[src/common/memMap_defs.svh]
// Address map of the data bus; region ends are exclusive and timer windows must not overlap
`ifndef MEMMAP_DEFS_SVH
`define MEMMAP_DEFS_SVH

// Data memory region
`define DM_ADDR_START       32'h0000_0000
`define DM_ADDR_END         32'h0000_3000
`define DM_DEPTH_WORDS      ((`DM_ADDR_END - `DM_ADDR_START) / 4)

// Timer windows, three registers each
`define TIMER0_ADDR_START   32'h0000_7F00
`define TIMER0_ADDR_END     32'h0000_7F0C
`define TIMER1_ADDR_START   32'h0000_7F10
`define TIMER1_ADDR_END     32'h0000_7F1C

// Whole device region seen by the north bridge, gap included
`define DEV_ADDR_START      32'h0000_7F00
`define DEV_ADDR_END        32'h0000_7F1C

// Byte offsets inside one timer window
`define TIMER_REG_CTRL      32'h0000_0000
`define TIMER_REG_PRESET    32'h0000_0004
`define TIMER_REG_COUNT     32'h0000_0008

// Timer modes, anything else behaves as one-shot
`define TIMER_MODE_ONESHOT  2'd0
`define TIMER_MODE_RELOAD   2'd1

`endif

[src/common/busPkg.sv]
// Bus and timer types; byte enables exist only on the CPU side, devices see full-word writes
package busPkg;

    // One CPU-side data access, we holds one bit per byte lane
    typedef struct packed {
        logic [31:0] addr;
        logic [31:0] wdata;
        logic [3:0]  we;
    } busReq;

    // Full-word device access behind the south bridge
    typedef struct packed {
        logic [31:0] addr;
        logic [31:0] wdata;
        logic        we;
    } devReq;

    // Timer control register, bit 0 is enable
    typedef struct packed {
        logic       irqMask;
        logic [1:0] mode;
        logic       enable;
    } timerCtrl;

    // Register bank of one timer
    typedef struct packed {
        timerCtrl    ctrl;
        logic [31:0] preset;
        logic [31:0] count;
    } timerRegs;

    // Hardware interrupt lines as the CPU numbers them
    typedef logic [7:2] hwIntVec;

endpackage

[src/hw/bridge/northBridge.sv]
// Top-level decode of the CPU data port; device writes need all four byte enables
`timescale 1ns/1ps
`include "memMap_defs.svh"

module northBridge (
    input  busPkg::busReq cpuReq,
    output logic [31:0]   rdata,
    // Data memory side
    output busPkg::busReq dmReq,
    input  logic [31:0]   dmRdata,
    // South bridge side
    output busPkg::devReq devReq,
    input  logic [31:0]   devRdata
);
    logic inDm;
    logic inDev;

    // Region decode, memory range taken as an offset from its base
    assign inDm  = (cpuReq.addr - `DM_ADDR_START) < (`DM_ADDR_END - `DM_ADDR_START);
    assign inDev = (cpuReq.addr >= `DEV_ADDR_START) && (cpuReq.addr < `DEV_ADDR_END);

    // Memory keeps the byte lanes
    always_comb begin
        dmReq.addr  = cpuReq.addr;
        dmReq.wdata = cpuReq.wdata;
        dmReq.we    = inDm ? cpuReq.we : 4'b0000;
    end

    // Devices only take whole words
    always_comb begin
        devReq.addr  = cpuReq.addr;
        devReq.wdata = cpuReq.wdata;
        devReq.we    = inDev && (&cpuReq.we);
    end

    // Read data select, unmapped reads give zero
    always_comb begin
        if (inDm) begin
            rdata = dmRdata;
        end else if (inDev) begin
            rdata = devRdata;
        end else begin
            rdata = 32'd0;
        end
    end

    // A write lands in at most one region
    always_comb begin
        assert (!((|dmReq.we) && devReq.we))
            else $error("northBridge: write routed to memory and devices at once");
    end

endmodule

[config.mk]
export PLATFORM = sky130hd
export DESIGN_NAME = northBridge
export DESIGN_NICKNAME = d
export VERILOG_FILES = /design/src/common/busPkg.sv /design/src/hw/bridge/northBridge.sv
export VERILOG_INCLUDE_DIRS = /design/src /design/src/common
export SDC_FILE = /design/constraint.sdc
export NUM_CORES = 1
export LEC_CHECK = 0
export BUFFER_PORTS_ARGS = -buffer_cell sky130_fd_sc_hd__buf_4
export CORE_AREA = 3 3 113 115
export DETAILED_ROUTE_END_ITERATION = 8
export DIE_AREA = 0 0 116 118
export PLACE_DENSITY = 0.53
export SYNTH_ARGS = -nofsm -noshare
export SYNTH_HDL_FRONTEND = slang
export SYNTH_SLANG_ARGS = --single-unit
[constraint.sdc]
create_clock -name vclk -period 1.2
set_input_delay 0.12 -clock vclk [all_inputs]
set_output_delay 0.12 -clock vclk [all_outputs]
set_load 0.02 [all_outputs]
# Yosys cells after proc, flatten, opt, wreduce, memory -nomap -nowiden
# Index checks and enable logic that the tools add are counted.
# word_totals
regBits	0
input_bits	132
out_inout_bits	165
wordCells	9
# op_classes
order_cmp	3
mux	3
n_reduce_logical	3
# ops
operator	n
$mux W32	2
$ge A32 B15 Y1 const B	1
$lt A32 B14 Y1 const B	1
$lt A32 B15 Y1 const B	1
$mux W4	1
$reduce_and A4 Y1	1
$logic_and A1 B1 Y1	2

# Longest topological paths before layout
# logic_depth
ltp_word	4
ltp_mapped	5
depth_no_buf	3

# Worst setup path after synthesis
# OpenSTA, ideal clock, no wires.
# synth_path
kind	input-to-output
start	input cpuReq[54] (netlist bit)
end	output devReq[0] (netlist bit)
arrival_ns	1.161
path_slack_ns	-0.081
path_stages	3
path_buffers	0
path_cell_list	nor4_4 -> nand4_4 -> nor4_2
# synth_rtl
item	line_no	source
from (decl)	northBridge.sv:6	input busPkg::busReq cpuReq,
to (decl)	northBridge.sv:12	output busPkg::devReq devReq,

# Worst setup path in the final report
# layout_path
start	input cpuReq[61] (netlist bit)
end	output rdata[29]
# layout_via
elab_chain_cells	4
word_cells_on_any_way	6
cone_classes	order compare (3); mux (2); reduce/logical (1)
# layout_rtl
item	line_no	source
$ge A32 B15 Y1 (no source line) or $lt A32 B15 Y1 (tied branches)	n/a	
$logic_and A1 B1 Y1	northBridge.sv:20	assign inDev = (cpuReq.addr >= `DEV_ADDR_START) && (cpuReq.addr < `DEV_ADDR_END);
$mux W32	northBridge.sv:40	end else if (inDev) begin
$mux W32 (*)	northBridge.sv:38	if (inDm) begin
to (decl)	northBridge.sv:7	output logic [31:0] rdata,
# Mark *: on every way between the ends. The rest lies on a longest branch, timed or not.

==> impl_metrics.tcl <==
set metrics [dict create \
    status "finished, violations left" \
    violations "negative setup slack" \
    vias 2357 \
    crit_path_start "cpuReq[61]" \
    antenna_cells 0 \
    clock.fmax_ghz 0.700 \
    grt_pass1_wl_mm 12.7 \
    leakage_uw 0.00156 \
    worstSetupEndpointType "primary output" \
    busiest_layer "met2" \
    synth_cell_type_count 18 \
    crit_required_ns 1.08 \
    drc 0 \
    syn_area_sq_um 2170 \
    fp.dieW_microns 116 \
    drtIter0Drc 63 \
    use_met1_pct 14.4 \
    fin_hold_ws_ns 0.240 \
    pin_count 297 \
    cts_hold_repair.buffers 0 \
    finalNetCount 526 \
    synth_nets 432 \
    synth_area_leaders "buf_4 46%, and4_1 13%, nand4_1 9.8%" \
    wl_mm 9.14 \
    core_sq_um 11900 \
    antenna_found_initial 0 \
    hold_viol 0 \
    grtUsageTotal_pct 11.3 \
    die_area_sq_um 13700 \
    ys_seq_area_share_pct 0 \
    min_from "cpuReq[23]" \
    gr-total-overflow 0 \
    start_util_pct 18.2 \
    drt.antenna.violating_nets 0 \
    synth.yosys.warnings 0 \
    power.density_nw_per_um2 262 \
    critical_path.max_fanout 14 \
    synth.top_cell.area_share_pct 46.4 \
    synthCells 300 \
    drive_above_1_share_pct 73.7 \
    grt_max_degree 36 \
    final_cell_mix "204 x buf_4, 34 x nand4_1, 32 x nand2_1, 32 x and4_1, 26 x buf_6" \
    fillers 1290 \
    met2_usage_pct 20.1 \
    gp_congestion 0.756 \
    synth_top_area_cell "buf_4" \
    dp.cells 529 \
    clock_buffers 0 \
    rsz0062_at_grt "yes" \
    grtUsageMet3_pct 1.34 \
    die_y_microns 118 \
    holdPathStages 0 \
    grt_pass1_vias 2304 \
    critPathKind "input pin to primary output" \
    io_buffers 195 \
    final.setup.worst_slack_ns -0.228 \
    cp.arrival_ns 1.31 \
    area_growth_pct 62.9 \
    synth.avg_cell_area_sq_um 7.22 \
    slew_violations 0 \
    final_common_cell "buf_4" \
    avgRoutedWirePerCell_microns 17.0 \
    holdCritPathClass "input pin to primary output" \
    worst_setup_path_start_kind "input pin" \
    first_pass_iters 4 \
    min_period_ns 1.43 \
    viasPerCell 4.37 \
    n_sequential_cell 0 \
    fin_cells 539 \
    ir_drop_mv 0.150 \
    hpwl_mm 7.04 \
    worst_pin_slew_ns 0.312 \
    finalCritPeriodShare_pct 119 \
    min_to "devReq[20]" \
    finalSetupViolCount 37 \
    max_cap_viol_count 0 \
    regArea_sq_um 0 \
    slew_headroom_pct 79.0 \
    row_count 40 \
]
## metrics by stage
step | worst slack, ns | area [sq um] | TNS, ns | total power (uW) | util [%]
after floorplan | -0.0693 | 2170 | -0.693 | 756 | -
after global placement | -0.305 | 3080 | -9.33 | 869 | 25.9
after detailed placement | -0.310 | 3080 | -9.49 | 875 | 25.9
after CTS | -0.251 | 3190 | -7.79 | 907 | 26.8
after global routing | -0.287 | 3530 | -9.56 | 989 | 29.6
final | -0.228 | 3530 | -7.14 | 926 | 29.6
## power breakdown
part / switching (uW) / internal (uW) / leakage [uW]
Sequential: 0 / 0 / 0
Clock: 0 / 0 / 0
Combinational: 428 / 498 / 0.00156
Total: 428 / 498 / 0.00156
## cells in the mapped netlist
cell type and instances:
and4bb_1 1, nand4_4 1, nand4_1 34, a211oi_4 1, and4bb_2 1, nor4_4 4
and4_2 1, and4_1 32, a21oi_1 12, buf_2 5, nand2_1 33, buf_6 3
and3_1 4, nor4_2 1, a21oi_2 20, nand3_1 1, buf_4 134, clkbuf_1 12
## area by class of cell
type | instances | area, sq um | share of cell area, %
timing repair buffer | 246 | 2150 | 61.0
tap | 147 | 184 | 5.21
multi-input combinational | 146 | 1190 | 33.8
## cell families after synthesis
logic type	Yosys count	synth area share, %
AOI/OAI and AO/OA	33	11.8
and+or+nand+nor	113	37.0
buffers and inverters	154	51.2
## worst max path at each step
stage / to / slack, ns / depth (start not counted)
3_5_place_dp: rdata[15] / -0.31 / 6
5_1_grt: rdata[23] / -0.29 / 7
6_report: rdata[29] / -0.23 / 7
3_3_place_gp: rdata[20] / -0.31 / 6
2_1_floorplan: rdata[11] / -0.07 / 4
4_1_cts: rdata[24] / -0.25 / 6
## critical path: stages
cell and delay [ns]:
buf_8 0.10, nor4_4 0.35, nand4_4 0.13, buf_12 0.18
buf_12 0.16, a21oi_2 0.11, buf_4 0.15
## timing repair
action                     in CTS  in global routing
setup endpoints to repair      37                 37
setup buffers                   1                  4
pin swaps                       3                 13
gates resized for setup        18                 51
cloned                          2                  3
## layer usage
layer / routed length (microns) / part of all wire [%]
met1: 3850 / 42
met2: 4440 / 49
met3: 662 / 7.2
met4: 183 / 2.0
met5: 0 / 0
Note: power is estimated with default switching activity, not from simulation.
