===== src/common/memMap_defs.svh =====
// Address map of the data bus; region ends are exclusive and timer windows must not overlap
`ifndef MEMMAP_DEFS_SVH
`define MEMMAP_DEFS_SVH

// Data memory region
`define DM_ADDR_START       32'h0000_0000
`define DM_ADDR_END         32'h0000_3000
`define DM_DEPTH_WORDS      ((`DM_ADDR_END - `DM_ADDR_START) / 4)

// Timer windows, three registers each
`define TIMER0_ADDR_START   32'h0000_7F00
`define TIMER0_ADDR_END     32'h0000_7F0C
`define TIMER1_ADDR_START   32'h0000_7F10
`define TIMER1_ADDR_END     32'h0000_7F1C

// Whole device region seen by the north bridge, gap included
`define DEV_ADDR_START      32'h0000_7F00
`define DEV_ADDR_END        32'h0000_7F1C

// Byte offsets inside one timer window
`define TIMER_REG_CTRL      32'h0000_0000
`define TIMER_REG_PRESET    32'h0000_0004
`define TIMER_REG_COUNT     32'h0000_0008

// Timer modes, anything else behaves as one-shot
`define TIMER_MODE_ONESHOT  2'd0
`define TIMER_MODE_RELOAD   2'd1

`endif


===== src/common/busPkg.sv =====
// Bus and timer types; byte enables exist only on the CPU side, devices see full-word writes
package busPkg;

    // One CPU-side data access, we holds one bit per byte lane
    typedef struct packed {
        logic [31:0] addr;
        logic [31:0] wdata;
        logic [3:0]  we;
    } busReq;

    // Full-word device access behind the south bridge
    typedef struct packed {
        logic [31:0] addr;
        logic [31:0] wdata;
        logic        we;
    } devReq;

    // Timer control register, bit 0 is enable
    typedef struct packed {
        logic       irqMask;
        logic [1:0] mode;
        logic       enable;
    } timerCtrl;

    // Register bank of one timer
    typedef struct packed {
        timerCtrl    ctrl;
        logic [31:0] preset;
        logic [31:0] count;
    } timerRegs;

    // Hardware interrupt lines as the CPU numbers them
    typedef logic [7:2] hwIntVec;

endpackage


===== src/hw/bridge/southBridge.sv =====
// Splits the device region between two timers; writes to the gap are dropped here
`timescale 1ns/1ps
`include "memMap_defs.svh"

module southBridge (
    input  busPkg::devReq   hostReq,
    output logic [31:0]     rdata,
    // Timer 0
    output busPkg::devReq   timer0Req,
    input  logic [31:0]     timer0Rdata,
    input  logic            timer0Irq,
    // Timer 1
    output busPkg::devReq   timer1Req,
    input  logic [31:0]     timer1Rdata,
    input  logic            timer1Irq,
    // Interrupts
    input  logic            extInt,
    output busPkg::hwIntVec hwInt
);
    logic inTimer0;
    logic inTimer1;

    assign inTimer0 = (hostReq.addr >= `TIMER0_ADDR_START) && (hostReq.addr < `TIMER0_ADDR_END);
    assign inTimer1 = (hostReq.addr >= `TIMER1_ADDR_START) && (hostReq.addr < `TIMER1_ADDR_END);

    // Timers see an offset relative to their window
    always_comb begin
        timer0Req.addr  = hostReq.addr - `TIMER0_ADDR_START;
        timer0Req.wdata = hostReq.wdata;
        timer0Req.we    = hostReq.we && inTimer0;
    end

    always_comb begin
        timer1Req.addr  = hostReq.addr - `TIMER1_ADDR_START;
        timer1Req.wdata = hostReq.wdata;
        timer1Req.we    = hostReq.we && inTimer1;
    end

    always_comb begin
        if (inTimer0) begin
            rdata = timer0Rdata;
        end else if (inTimer1) begin
            rdata = timer1Rdata;
        end else begin
            rdata = 32'd0;
        end
    end

    // Bits 7..5 unused
    assign hwInt = {3'b000, extInt, timer1Irq, timer0Irq};

    // Only one timer is written, and its rewritten offset stays inside its own window
    always_comb begin
        assert (!(timer0Req.we && timer1Req.we) &&
                (!timer0Req.we ||
                 (timer0Req.addr < (`TIMER0_ADDR_END - `TIMER0_ADDR_START))) &&
                (!timer1Req.we ||
                 (timer1Req.addr < (`TIMER1_ADDR_END - `TIMER1_ADDR_START))))
            else $error("southBridge: timer write outside the timer windows");
    end

endmodule


===== config.mk =====
export PLATFORM = sky130hd
export DESIGN_NAME = southBridge
export DESIGN_NICKNAME = d
export VERILOG_FILES = /design/src/common/busPkg.sv /design/src/hw/bridge/southBridge.sv
export VERILOG_INCLUDE_DIRS = /design/src /design/src/common
export SDC_FILE = /design/constraint.sdc
export NUM_CORES = 1
export LEC_CHECK = 0
export ABC_AREA = 1
export BUFFER_PORTS_ARGS = -buffer_cell sky130_fd_sc_hd__buf_2
export CAP_MARGIN = 20
export CELL_PAD_IN_SITES_DETAIL_PLACEMENT = 0
export CELL_PAD_IN_SITES_GLOBAL_PLACEMENT = 2
export CORE_AREA = 2 2 108 189
export DETAILED_ROUTE_END_ITERATION = 6
export DIE_AREA = 0 0 110 191
export PLACE_DENSITY_LB_ADDON = 0.1
export SLEW_MARGIN = 10
export SYNTH_ARGS = -nofsm -noshare
export SYNTH_HDL_FRONTEND = slang
export SYNTH_SLANG_ARGS = --single-unit

===== constraint.sdc =====
create_clock -name vclk -period 3.31
set_clock_uncertainty 0.1 [all_clocks]
set_input_delay 0.8275 -clock vclk [all_inputs]
set_output_delay 0.8275 -clock vclk [all_outputs]
set_load 0.1 [all_outputs]

# After elaboration in Yosys (flattened, before gate mapping)
# Index checks and enable logic that the tools add are counted.
[word_totals] ff_bits=0 latch_bits=0 ramBits=0 mem_bits_ro=0 inputBits=132 output_inout_bits=168 word_cells=12 memories=0
[classes] addsub=2 mul=0 n_div=0 n_lt_le_gt_ge=4 eq_ne=0 shift=0 n_mux=2 bitwise_logic=0 n_reduce_logical=4
[ops] operator=">= comparator 32 x 15 -> 1 bit, second input constant" n=2
[ops] operator="< comparator 32 x 15 -> 1 bit, second input constant" n=2
[ops] operator="2-to-1 mux 32 bit" n=2
[ops] operator="subtractor 32 x 15 -> 32 bit, second input constant" n=2
[ops] operator="logical AND 1 bit" n=4

# Longest topological paths before layout
[depth] word_depth=4 ltp_mapped=11 ltp_nobuf=10

# Worst setup path after synthesis
# Ideal clock, no wire load.
[synth_path] kind="in2out" start="in hostReq[37] (netlist name)" end="out timer1Req[53] (netlist name)" arrival_ns=3.954 t_required_ns=2.382 setup_slack_ns=-1.572 cell_stages=5 n_path_buf=0 cell_sequence="inv_1 -> ha_1 -> nand3_2 -> nor2_1 -> o21ai_0"
[synth_lines] item="start: declaration" line_no="southBridge.sv:6" text="input busPkg::devReq hostReq,"
[synth_lines] item="end: declaration" line_no="southBridge.sv:13" text="output busPkg::devReq timer1Req,"

==> impl_metrics.ini <==
[detailed_routing]
wirelength_um = 15190
antenna_left = 0
drtIter0Drc = 77
dr.pass1.iters = 4
drc_errors = 0
detail_route.wl_per_cell_um = 15.94
vias_per_cell = 3.914
via_count = 3730

[critical_path]
crit_type = input pin to output port
cp_slowest_cell = xor2_4
crit_required_ns = 2.38
path_cells = buf_8 -> clkinvlp_4 -> buf_4 -> buf_4 -> buf_4 -> nand3_4 -> nand3_2 -> buf_12 -> o21ai_4 -> xor2_4 -> buf_12
critPathBufInv = 7
end_kind = output port
path_delay_family = buffers and inverters
path_max_fanout = 9
cpMostUsedCell = buf_4
startpoint_type = input pin
arrival_ns = 2.37
cpPeakStageDelay_ns = 0.19

[synthesis]
synth_top_family_by_area = simple AND/OR/NAND/NOR gates
yosys.area_share.adder_pct = 1.860
synthMuxAreaShare_pct = 0
ys_seq_area_share_pct = 0
synth_area_um2 = 2690
yosysWarnings = 0
synth_area_per_cell_um2 = 5.593
synthCells = 481
synth_xor_area_share_pct = 13.67
synth_cell_type_count = 29
synth_compound_area_share_pct = 2.884
synthSimpleGateAreaFrac_pct = 43.95

[place]
port_buffers = 195
gp_congestion = 0.8009
hpwl_um = 12150
pre_cts_slack_ns = -0.4080

[floorplan]
num_rows = 68
die_area_um2 = 21010
die_w_um = 110
core_area_um2 = 19480
io_pins = 300
floorplan.initialDensity_pct = 13.81
die_height_um = 191

[flow_run]
maxCapViolCount = 0

[global_route]
grt_first_pass_wirelength_um = 22050
grt_usage_pct = 13.48
grt.overflow.total = 0
antenna_found_initial = 0
grt_pass1_vias = 4072
grt_max_degree = 28

[run_status]
status = complete, no violations

[timing]
setup_tns_ns = 0
setup_viol = 0
min_period_ns = 3.300
rsz0062_at_grt = true
hold_violations = 0
final-max-slew-violation-count = 0
fmax_mhz = 303.0
setup_ws_ns = 0.009642
post-route-period-util_pct = 99.71

[cells_and_area]
finish.net_count = 846
diodes = 0
drive_gt1_share_pct = 76.98
synthToLayoutAreaGrowth_pct = 195.2
nFlopsAndLatches = 0
clock_buffers = 0
seq_area_um2 = 0
layout_common_cells = buf_2 (106), buf_4 (93), buf_12 (92)
fillers = 1944
final_common_cell = buf_2

[power_and_ir_drop]
p_leak_nw = 3.286
cellPowerDensity_nw_per_um2 = 129.3
ir_drop_mv = 0.1002
p_total_mw = 1.027

[hold_path]
min_path_type = input pin to output port
-- through the flow --
stage                     hold WS (ns)  instances  area, um2  utilization [%]
after CTS                        1.556        939       7574            38.87
after detailed placement         1.556        922       6859            35.20
after floorplan                  1.759        483       4270                -
after global placement           1.556        922       6859            35.20
final                            1.555        953       7941            40.76
after global routing             1.555        953       7941            40.76
-- synthesized netlist by cell type --
library cell	instances	share of area, %
nand2_1	90	13
buf_2	8	1.5
nor2_8	1	0.74
o21ai_4	1	0.60
xor2_1	38	12
buf_6	7	2.9
nor2_4	5	2.1
nand2_4	3	1.3
a21oi_1	2	0.37
clkinv_1	1	0.14
o31ai_1	1	0.28
nor3_1	2	0.37
o21ai_0	7	1.3
a21oi_2	1	0.33
nor2_2	1	0.23
conb_1	1	0.14
nand3_1	77	14
buf_4	83	23
ha_1	4	1.9
nand3_2	2	0.74
and2_1	1	0.23
nor3_4	2	1.2
nand4_1	3	0.70
nand2_2	2	0.47
xnor2_1	4	1.3
nor2_1	63	8.8
inv_1	69	9.6
inv_2	1	0.14
and3_1	1	0.23
-- layer usage --
layer  track usage [%]  wire length (um)
met1             12.28              4388
met2             29.45              9593
met3             2.387               903
met4             1.753               306
met5                 0                 0
-- cell families after synthesis --
family | after synthesis
adders and majority gates | 4
other | 1
buffers and inverters | 169
xor gates and xnor gates | 42
and+or+nand+nor | 253
AOI/OAI and AO/OA | 12
-- repair_timing --
| item | in CTS | in global routing |
|---|---|---|
| gates resized for setup | 114 | 53 |
| gates cloned | 4 | 5 |
| endpoints found under the setup margin | 43 | 41 |
| setup buffers | 14 | 10 |
| pin swaps | 25 | 29 |
| hold buffers | 0 | 0 |
-- final timing paths --
path | cells after the start | slack (ns) | end | startpoint
setup / recovery | 11 | 0.01 | timer1Req[58] | hostReq[37]
hold / removal | 0 | 1.56 | hwInt[1] | timer1Irq
-- where the power goes --
part / switching, mW / internal [mW] / total [mW]
Combinational: 0.667 / 0.359 / 1.03
Sequential: 0 / 0 / 0
Clock: 0 / 0 / 0
Total: 0.667 / 0.359 / 1.03
-- final cells by class --
type / instances / area (um2) / share of cell area [%]
multi-input combinational: 314 / 3771 / 47.49
timing repair buffer: 323 / 3576 / 45.03
tap: 245 / 306.5 / 3.860
inverter: 71 / 287.8 / 3.624
No activity file was read; power rests on OpenSTA's default activity.
