==> src/common/memMap_defs.svh <==
// Address map of the data bus; region ends are exclusive and timer windows must not overlap
`ifndef MEMMAP_DEFS_SVH
`define MEMMAP_DEFS_SVH

// Data memory region
`define DM_ADDR_START       32'h0000_0000
`define DM_ADDR_END         32'h0000_3000
`define DM_DEPTH_WORDS      ((`DM_ADDR_END - `DM_ADDR_START) / 4)

// Timer windows, three registers each
`define TIMER0_ADDR_START   32'h0000_7F00
`define TIMER0_ADDR_END     32'h0000_7F0C
`define TIMER1_ADDR_START   32'h0000_7F10
`define TIMER1_ADDR_END     32'h0000_7F1C

// Whole device region seen by the north bridge, gap included
`define DEV_ADDR_START      32'h0000_7F00
`define DEV_ADDR_END        32'h0000_7F1C

// Byte offsets inside one timer window
`define TIMER_REG_CTRL      32'h0000_0000
`define TIMER_REG_PRESET    32'h0000_0004
`define TIMER_REG_COUNT     32'h0000_0008

// Timer modes, anything else behaves as one-shot
`define TIMER_MODE_ONESHOT  2'd0
`define TIMER_MODE_RELOAD   2'd1

`endif

==> src/common/busPkg.sv <==
// Bus and timer types; byte enables exist only on the CPU side, devices see full-word writes
package busPkg;

    // One CPU-side data access, we holds one bit per byte lane
    typedef struct packed {
        logic [31:0] addr;
        logic [31:0] wdata;
        logic [3:0]  we;
    } busReq;

    // Full-word device access behind the south bridge
    typedef struct packed {
        logic [31:0] addr;
        logic [31:0] wdata;
        logic        we;
    } devReq;

    // Timer control register, bit 0 is enable
    typedef struct packed {
        logic       irqMask;
        logic [1:0] mode;
        logic       enable;
    } timerCtrl;

    // Register bank of one timer
    typedef struct packed {
        timerCtrl    ctrl;
        logic [31:0] preset;
        logic [31:0] count;
    } timerRegs;

    // Hardware interrupt lines as the CPU numbers them
    typedef logic [7:2] hwIntVec;

endpackage

==> src/hw/timer/timer.sv <==
// Countdown timer with CTRL/PRESET/COUNT; full-word writes only, COUNT is read-only
`timescale 1ns/1ps
`include "memMap_defs.svh"

module timer (
    input  logic          clk,
    input  logic          rst,
    input  busPkg::devReq req,
    output logic [31:0]   rdata,
    output logic          irq
);
    import busPkg::*;

    timerRegs    regs;
    logic        reloadPending;
    logic [31:0] regOff;
    logic        wrCtrl;
    logic        wrPreset;
    logic        isReload;
    logic        expire;

    // Word-aligned register offset
    assign regOff   = {req.addr[31:2], 2'b00};
    assign wrCtrl   = req.we && (regOff == `TIMER_REG_CTRL);
    assign wrPreset = req.we && (regOff == `TIMER_REG_PRESET);

    assign isReload = (regs.ctrl.mode == `TIMER_MODE_RELOAD);

    // Count is about to go from 1 to 0
    assign expire = regs.ctrl.enable && (regs.count == 32'd1);

    always_ff @(posedge clk) begin
        if (rst) begin
            regs          <= '0;
            reloadPending <= 1'b0;
            irq           <= 1'b0;
        end else begin
            // Countdown, reload one cycle after reaching zero
            if (reloadPending) begin
                regs.count    <= regs.preset;
                reloadPending <= 1'b0;
            end else if (regs.ctrl.enable && (regs.count != 32'd0)) begin
                regs.count <= regs.count - 32'd1;
            end

            if (expire) begin
                if (isReload) begin
                    reloadPending <= 1'b1;
                end else begin
                    regs.ctrl.enable <= 1'b0;
                end
            end

            // Sticky irq, cleared by any CTRL write
            if (wrCtrl) begin
                irq <= 1'b0;
            end
            if (expire && regs.ctrl.irqMask) begin
                irq <= 1'b1;
            end

            // Bus writes override the countdown
            if (wrCtrl) begin
                regs.ctrl <= timerCtrl'(req.wdata[3:0]);
            end
            if (wrPreset) begin
                regs.preset   <= req.wdata;
                regs.count    <= req.wdata;
                reloadPending <= 1'b0;
            end
        end
    end

    always_comb begin
        case (regOff)
            `TIMER_REG_CTRL:   rdata = {28'd0, regs.ctrl};
            `TIMER_REG_PRESET: rdata = regs.preset;
            `TIMER_REG_COUNT:  rdata = regs.count;
            default:           rdata = 32'd0;
        endcase
    end

    // South bridge hands over aligned offsets of existing registers only
    assert property (@(posedge clk) disable iff (rst)
        req.we |-> (req.addr inside {`TIMER_REG_CTRL, `TIMER_REG_PRESET, `TIMER_REG_COUNT}))
        else $error("timer: write to bad offset 0x%08h", req.addr);

endmodule

==> config.mk <==
export PLATFORM = sky130hd
export DESIGN_NAME = timer
export DESIGN_NICKNAME = d
export VERILOG_FILES = /design/src/common/busPkg.sv /design/src/hw/timer/timer.sv
export VERILOG_INCLUDE_DIRS = /design/src /design/src/common
export SDC_FILE = /design/constraint.sdc
export NUM_CORES = 1
export LEC_CHECK = 0
export BUFFER_PORTS_ARGS = -buffer_cell sky130_fd_sc_hd__buf_2
export CORE_UTILIZATION = 45
export DETAILED_ROUTE_END_ITERATION = 12
export PLACE_DENSITY = 0.8
export SLEW_MARGIN = 0
export SYNTH_ARGS = -nofsm -noshare
export SYNTH_HDL_FRONTEND = slang
export SYNTH_SLANG_ARGS = --single-unit
==> constraint.sdc <==
create_clock -name clk -period 2.5 [get_ports clk]
set_input_delay 0.375 -clock clk [delete_from_list [all_inputs] [get_ports clk]]
set_output_delay 0.375 -clock clk [all_outputs]
set_load 0.03 [all_outputs]
# Word-level counts from Yosys, hierarchy flattened
# Index checks and enable logic that the tools add are counted.
# Widths: inputs -> output; s select.
[word_totals]
reg_bits = 70
input_bits = 67
wordCells = 36
[classes]
addsub = 1
eq_ne = 5
mux = 10
n_bitwise = 1
n_reduce_logical = 12
[ops]
columns = ["cell", "n"]
rows = [
  ["$mux 32", 3],
  ["$pmux 32 s3", 1],
  ["$eq 32x1->1 const B", 1],
  ["$logic_not 32->1", 1],
  ["$reduce_bool 32->1", 1],
  ["$sub 32x1->32 const B", 1],
  ["$eq 30x1->1 const B", 1],
  ["$eq 30x2->1 const B", 1],
  ["$mux 1", 6],
  ["$logic_and 1x1->1", 5],
  ["$reduce_bool 2->1", 2],
  ["$reduce_bool 3->1", 1],
  ["$reduce_or 3->1", 1],
  ["$eq 2x1->1 const B", 1],
  ["$ne 2x2->1 const B", 1],
  ["$reduce_and 2->1", 1],
  ["$not 1->1", 1],
]

# Longest topological paths before layout
# Gate-level depths: netlist of the first run.
[depth]
word_depth = 5
ltp_mapped = 9

# Worst setup path after synthesis of the first run
# Ideal clock, no wire load.
[synth_timing]
path_kind = "input port to output port"
start = "input port req[43] in the netlist's numbering"
end = "output port rdata[10]"
arrival_time_ns = 2.325
t_required_ns = 2.125
setup_slack_ns = -0.200
path_stages = 7
path_cell_list = "nor4_1 > nand4_1 > or2_2 > clkbuf_1 > nor3b_2 > clkbuf_1 > a22o_1"
[synth_between]
elab_chain_len = 2
[synth_rtl]
columns = ["element", "line_no", "text"]
rows = [
  ["from (decl)", "timer.sv:8", "input busPkg::devReq req,"],
  ["$eq 30x2->1 (tied with other cells)", "timer.sv:75", "case (regOff)"],
  ["$pmux 32 s3 *", "timer.sv:75", ""],
  ["to (decl)", "timer.sv:9", "output logic [31:0] rdata,"],
]
# Mark *: on every way between the ends. The rest lies on a longest branch, timed or not.

# Final worst setup path of the first run
[layout_timing]
start = "register regs[6] in the netlist's numbering"
end = "register regs[16] in the netlist's numbering"
[layout_between]
elab_chain_len = 4
[layout_rtl]
columns = ["element", "line_no", "text"]
rows = [
  ["from (decl)", "timer.sv:14", "timerRegs regs;"],
  ["$sub 32x1->32", "timer.sv:43", "regs.count <= regs.count - 32'd1;"],
  ["$mux 32", "timer.sv:42", "end else if (regs.ctrl.enable && (regs.count != 32'd0)) begin"],
  ["$mux 32", "timer.sv:39", "if (reloadPending) begin"],
  ["$mux 32", "timer.sv:66", "if (wrPreset) begin"],
]
# Several ways; a longest one is shown, not always the timed one. The select of a mux whose other input is x is not followed.
# A chain may end at the register's enable or synchronous reset.

==> flow_summary_export.csv, run 1 <==
group,metric,value,unit
outcome,outcome,"complete, no violations",
clock_tree,ctsLongestPathBuffers,2,
clock_tree,cts.sinks,70,
routing,dr.first_iter.drc_count,242,
yosys,synth.ff_latch_count,70,
routing,drt_pass1_iterations,5,
yosys,synth_edf_count,0,
clock_tree,ctsHtreeMaxLevel,3,
power,combinationalPowerShare,0.049,
setup_path,worstPathCellList,"or4_4 -> or4_4 -> o21a_4 -> or3_4 -> a311oi_2",
sta,finalWorstSetupSlack,3.80,ps
power,netSwitchingPower,0.476,mW
floorplanning,placeableCoreArea,8680,um2
clock_tree,holdBufCountCts,0,
setup_path,worstSetupStartpointType,"register",
clock_tree,clock-root-buffer,"sky130_fd_sc_hd__clkbuf_8",
power,sequentialPowerShare,0.539,
sta,fmax,401,MHz
yosys,seq_area_frac_synth,0.350,
sta,holdWs,259,ps
yosys,synth_flop_cell,"sky130_fd_sc_hd__dfxtp_1",
global_routing,grt_max_degree,45,
sta,finalClockSkew,9.21,ps
job,cap_violations,0,
place,port-buffer-count,97,
finish,fin_nets,706,
finish,mostFrequentLayoutCell,"sky130_fd_sc_hd__nand2_1",
place,post_dp_cell_area,4950,um2
clock_tree,clk_pin_slew,70,ps
place,final_wtd_congestion,0.826,
setup_path,slowest_stage,"sky130_fd_sc_hd__or4_4",
routing,via_density_per_instance,5.82,
finish,final_design_area_no_fill,5380,um2
setup_path,timing_worst_setup_path_type,"reg2reg",
routing,ant_nets,0,
yosys,mapped_cells,514,
sta,tightest_slew,975,ps
sta,timing.final.crit_period,2500,ps
yosys,synthArstFlopShare,0,
floorplanning,io-pin-count,100,
setup_path,worstPathMaxFanout,6,
sta,final-hold-violation-count,0,
place,place_worst_setup_slack,-70.4,ps
yosys,warnings_from_yosys,0,
yosys,syn_area_per_cell,7.79,um2
global_routing,number_of_global_route_vias_before_repair,4036,
sta,setup_repair_after_global_routing_missed_its_margin,"yes",
routing,detail_route.wirelength,12400,um
setup_path,cp.buffers_inverters,0,
sta,timing.setup.tns,0,ps
power,max-vdd-ir-drop,0.253,mV
place,post-place-cells,728,
floorplanning,die_height,96.3,um
power,power_report.internal_total,1.59,mW
finish,fin_cells,748,
routing,vias,4350,
finish,final_util,0.619,
routing,drt-wirelength-per-cell,16.5,um
floorplanning,die-area,9280,um2
min_path,min-delay-path-class,"in2reg",
routing,drc,0,
setup_path,path_delay_family,"simple AND/OR/NAND/NOR gates",
finish,most-common-layout-cells,"98 x sky130_fd_sc_hd__nand2_1, 86 x sky130_fd_sc_hd__buf_2, 65 x sky130_fd_sc_hd__dfxtp_1, 53 x sky130_fd_sc_hd__buf_4, 46 x sky130_fd_sc_hd__a21oi_1",
setup_path,critPathCaptureType,"register",
clock_tree,worst_skew_pair.late_latency,360,ps
setup_path,cp.required,2770,ps
global_routing,track_usage,0.263,
global_routing,antenna_found_initial,0,
finish,syn_to_final_growth,34.3,%
yosys,yosys.cell_types.count,51,
sta,max_slew_margin,0.347,
floorplanning,initial_utilization,0.461,
finish,final_layout_size_suffix_gt1_frac,0.380,
power,cellPowerDensity,384,nW/um2
setup_path,cell_mode_on_critical_path,"sky130_fd_sc_hd__or4_4",
yosys,syn_nets,583,
setup_path,critical_path_arrival,2770,ps
clock_tree,cts_buffers,9,
global_routing,global_route.overflow_total,0,
floorplanning,rows,34,
power,total_power,2.07,mW
sta,finalSetupViolCount,0,
setup_path,cp_slowest_stage_delay,570,ps
place,hpwl,7900,um
floorplanning,die_x,96.3,um
power,switching_share,0.230,
power,leakage_power,2.12,nW
sta,period_share,0.998,
yosys,mappedNetlistArea,4000,um2
power,clkPwrFrac,0.412,
sta,timing_max_transition_violations_final,0,
clock_tree,tritoncts,"yes",
finish,num_antenna_cells,0,
global_routing,global_route_wire_length_before_repair,18700,um
path summary, 6_finish.rpt:
check	start	endpoint	slack [ps]	cells after the start
hold / removal	req[13]	regs[44]	260	3
hold reg to reg	irq	irq	470	2
setup reg to reg	regs[6]	regs[16]	4	5
setup / recovery	regs[6]	regs[16]	4	5
registers in the layout, indices dropped and copies added, names as in the netlist:
signal         cells
irq                1
reloadPending      1
regs              68
synth_stat cells, drive strengths merged, types with 10 or more instances:
master | instances | area [um2]
clkbuf | 39 | 146
nor4 | 23 | 150
nand2 | 98 | 368
nor3 | 16 | 80.1
nand3b | 10 | 75.1
xnor2 | 18 | 158
nor2 | 32 | 120
a21oi | 46 | 230
dfxtp | 70 | 1400
o21ai | 28 | 140
a311oi | 10 | 150
a22o | 28 | 245
cell families after synthesis:
logic type	Yosys count	share of synthesized area
flops	70	0.350
fa+ha+maj	2	0.00625
buf+inv	50	0.0528
compound gates	144	0.253
xor+xnor	23	0.0503
mux	7	0.0175
simple gates	218	0.270
power by group through the flow:
stage / clock (mW) / sequential (mW) / combinational, mW
2_1_floorplan: 0 / 1.14 / 0.0305
3_3_place_gp: 0 / 1.14 / 0.0870
3_5_place_dp: 0 / 1.14 / 0.0889
4_1_cts: 0.854 / 1.11 / 0.0900
5_1_grt: 0.904 / 1.11 / 0.110
6_report: 0.851 / 1.11 / 0.102
worst register-to-register path, stage by stage (launching register included):
cell and delay, ps:
sky130_fd_sc_hd__dfxtp_2 320, sky130_fd_sc_hd__or4_4 570, sky130_fd_sc_hd__or4_4 550, sky130_fd_sc_hd__o21a_4 250, sky130_fd_sc_hd__or3_4 420, sky130_fd_sc_hd__a311oi_2 300
repair_timing:
| item | CTS | global route |
|---|---|---|
| resized for setup | 4 | 44 |
| pin swaps | 6 | 12 |
| setup endpoints to repair | 14 | 51 |
| endpoints found under the hold margin | 0 | 0 |
| gates cloned | 2 | 2 |
| buffers inserted | 1 | 1 |
final cells by class:
cell class	instances	area (um2)
timing repair buffer	153	986
fill	762	3300
sequential	70	1410
inverter	6	22.5
tap	108	135
multi-input combinational	397	2650
clock inverter	1	5.00
clock buffer	13	169
routing by layer:
layer / part of all wire / track usage / vias to the layer above
li1: - / - / 2104
met1: 0.43 / 0.319 / 2069
met5: 0 / 0 / -
met3: 0.054 / 0.0466 / 27
met4: 0.020 / 0.119 / 0
met2: 0.50 / 0.452 / 150
(Power assumes the default switching activity.)
==> run 2, diff against run 1 <==
- PLACE_DENSITY: 0.8 -> 0.72
- clock period: 2.5 -> 2 ns (I/O delays scaled with it)
==> run 2 against run 1 <==
Compared with the run above:
- the run now ends with setup timing left
- die area unchanged
- clock power rose by 42%
- design area grew 23%
- first-iteration DRC count up 25%
- clock-buffer cell count decreased by 1
- clock skew hardly changed
- non-clock buffer count rose by 51
- wire length increased by 32%
- sequential power grew 25%
- critical path type unchanged
- critical endpoint is now regs[0]
- largest power group unchanged
==> flow_summary_export.csv, run 2 (synthesis gave the netlist of run 1 again) <==
group,metric,value,unit
finish,final_util,0.762,
place,post-place-cells,761,
finish,num_antenna_cells,0,
setup_path,timing_worst_setup_path_type,"reg2reg",
floorplanning,die_x,96.3,um
place,final_wtd_congestion,0.882,
setup_path,worstPathCellList,"or4_4 -> or4_4 -> o21a_4 -> or3_4 -> nor2_1 -> a211oi_1",
routing,drt-wirelength-per-cell,20.3,um
sta,tightest_slew,672,ps
power,leakage_power,2.73,nW
outcome,failing_checks,"setup timing",
outcome,outcome,"complete, but fails checks",
sta,timing_max_transition_violations_final,0,
finish,mostFrequentLayoutCell,"sky130_fd_sc_hd__nand2_1",
min_path,min-delay-path-class,"in2reg",
clock_tree,clk_pin_slew,80,ps
clock_tree,ctsHtreeMaxLevel,3,
sta,finalClockSkew,9.53,ps
setup_path,r2r_end,"regs[0]",
sta,final-hold-violation-count,0,
sta,fmax,388,MHz
global_routing,grt_max_degree,42,
power,switching_share,0.236,
min_path,worstHoldStart,"rst",
routing,met3WireLength,1250,um
sta,max_slew_margin,0.548,
clock_tree,cts_buffers,9,
global_routing,antenna_found_initial,0,
finish,reg_top3,"regs x68, irq x1, reloadPending x1",
setup_path,cp_slowest_stage_delay,570,ps
power,netSwitchingPower,0.649,mW
power,cellPowerDensity,417,nW/um2
place,port-buffer-count,97,
place,hpwl,8990,um
finish,largest_reg_flops,68,
global_routing,number_of_global_route_vias_before_repair,4748,
clock_tree,tritoncts,"yes",
clock_tree,cts.sinks,70,
routing,ant_nets,0,
global_routing,global_route_wire_length_before_repair,23100,um
finish,fin_nets,757,
sta,timing.final.crit_period,2580,ps
sta,period_share,1.29,
setup_path,cp.required,2220,ps
sta,setup_repair_after_global_routing_missed_its_margin,"yes",
sta,finalWorstSetupSlack,-575,ps
routing,via_density_per_instance,6.21,
routing,vias,4976,
setup_path,r2r_start,"regs[11]",
finish,fin_cells,801,
routing,met2WireLength,8000,um
power,max-vdd-ir-drop,0.308,mV
routing,detail_route.wirelength,16200,um
setup_path,slowest_stage,"sky130_fd_sc_hd__or4_4",
setup_path,worst_setup_path_startpoint,"regs[11]",
clock_tree,worst_skew_pair.late_latency,350,ps
setup_path,worstPathMaxFanout,6,
setup_path,timing.reg2reg.worst_path_depth,6,
finish,most-common-layout-cells,"94 x sky130_fd_sc_hd__nand2_1, 87 x sky130_fd_sc_hd__buf_4, 65 x sky130_fd_sc_hd__dfxtp_1, 56 x sky130_fd_sc_hd__buf_2, 50 x sky130_fd_sc_hd__buf_6",
routing,wl_met1,6140,um
clock_tree,clock-root-buffer,"sky130_fd_sc_hd__clkbuf_8",
floorplanning,die_height,96.3,um
sta,finalSetupViolCount,67,
job,cap_violations,0,
floorplanning,rows,34,
setup_path,critPathCaptureType,"register",
routing,top_layer,"met4",
sta,holdWs,181,ps
routing,dr.first_iter.drc_count,302,
power,sequentialPowerShare,0.505,
min_path,hold_path_end,"regs[31]",
place,place_worst_setup_slack,-553,ps
global_routing,global_route.overflow_total,0,
setup_path,timing.reg2reg.setup_slack,-580,ps
power,clkPwrFrac,0.439,
min_path,worst_hold_depth,2,
setup_path,worstSetupStartpointType,"register",
power,combinationalPowerShare,0.056,
setup_path,cell_mode_on_critical_path,"sky130_fd_sc_hd__or4_4",
clock_tree,ctsLongestPathBuffers,2,
floorplanning,die-area,9280,um2
global_routing,track_usage,0.324,
power,power_report.internal_total,2.11,mW
floorplanning,io-pin-count,100,
routing,drc,0,
finish,registers.top_by_ff_count,"regs",
floorplanning,initial_utilization,0.461,
finish,syn_to_final_growth,65.3,%
finish,final_layout_size_suffix_gt1_frac,0.482,
floorplanning,placeableCoreArea,8680,um2
routing,drt_pass1_iterations,5,
setup_path,critical_path_arrival,2790,ps
## run 2: cell count changes in the layout (fill, tap and decap cells not counted), moves of 5 or more
cell,before,now
sky130_fd_sc_hd__o21ai_1,2,7
sky130_fd_sc_hd__a22o_4,0,28
sky130_fd_sc_hd__clkbuf_4,9,0
sky130_fd_sc_hd__nor2_2,6,11
sky130_fd_sc_hd__a22o_1,8,0
sky130_fd_sc_hd__o21ai_0,26,20
sky130_fd_sc_hd__nor3_1,15,9
sky130_fd_sc_hd__nor4_4,5,10
sky130_fd_sc_hd__buf_4,53,87
sky130_fd_sc_hd__buf_2,86,56
sky130_fd_sc_hd__a22o_2,20,0
sky130_fd_sc_hd__nor2_1,22,17
sky130_fd_sc_hd__buf_6,2,50
## run 2: layer usage
| metal | vias to the layer above | global-route usage |
|---|---|---|
| li1 | 2222 | - |
| met1 | 2378 | 0.370 |
| met2 | 296 | 0.562 |
| met3 | 80 | 0.0664 |
| met4 | 0 | 0.183 |
| met5 | - | 0 |
## run 2: timing repair
item,4_1_cts,5_1_grt
buffers inserted,16,6
gates resized for setup,131,47
pin swaps,67,24
gates cloned,7,1
endpoints found under the setup margin,63,84
hold buffers,0,0
## run 2: how the worst max path moves through the flow
stage          endpoint
5_1_grt         regs[0]
2_1_floorplan   regs[4]
4_1_cts         regs[7]
3_3_place_gp    regs[4]
3_5_place_dp    regs[4]
6_report        regs[0]
## run 2: final cells by class
type | count | area [um2]
tap | 108 | 135
timing repair buffer | 204 | 1730
clock buffer | 12 | 155
sequential | 70 | 1410
fill | 541 | 2060
inverter | 6 | 22.5
multi-input combinational | 397 | 3120
clock inverter | 4 | 45.0
## run 2: power groups by stage
| stage | clock (mW) | sequential (mW) | combinational (mW) |
|---|---|---|---|
| after global routing | 1.27 | 1.39 | 0.165 |
| after CTS | 1.20 | 1.39 | 0.140 |
| after global placement | 0 | 1.43 | 0.127 |
| after detailed placement | 0 | 1.43 | 0.131 |
| after floorplan | 0 | 1.43 | 0.0416 |
| final | 1.21 | 1.39 | 0.155 |
## run 2: critical path, delay by kind of cell, from the launching register on
kind | cells | cell delay, ps
AND/OR/NAND/NOR | 4 | 1780
AO/OA/AOI/OAI | 2 | 350
flip-flops | 1 | 320
## run 2: through the flow
stage          total power [mW]  cell area [um2]  setup TNS, ps
6_report                   2.76             6620         -21990
5_1_grt                    2.83             6620         -25970
4_1_cts                    2.73             6380         -15190
3_5_place_dp               1.56             5470         -20950
3_3_place_gp               1.55             5470         -19770
2_1_floorplan              1.47             4410         -16220
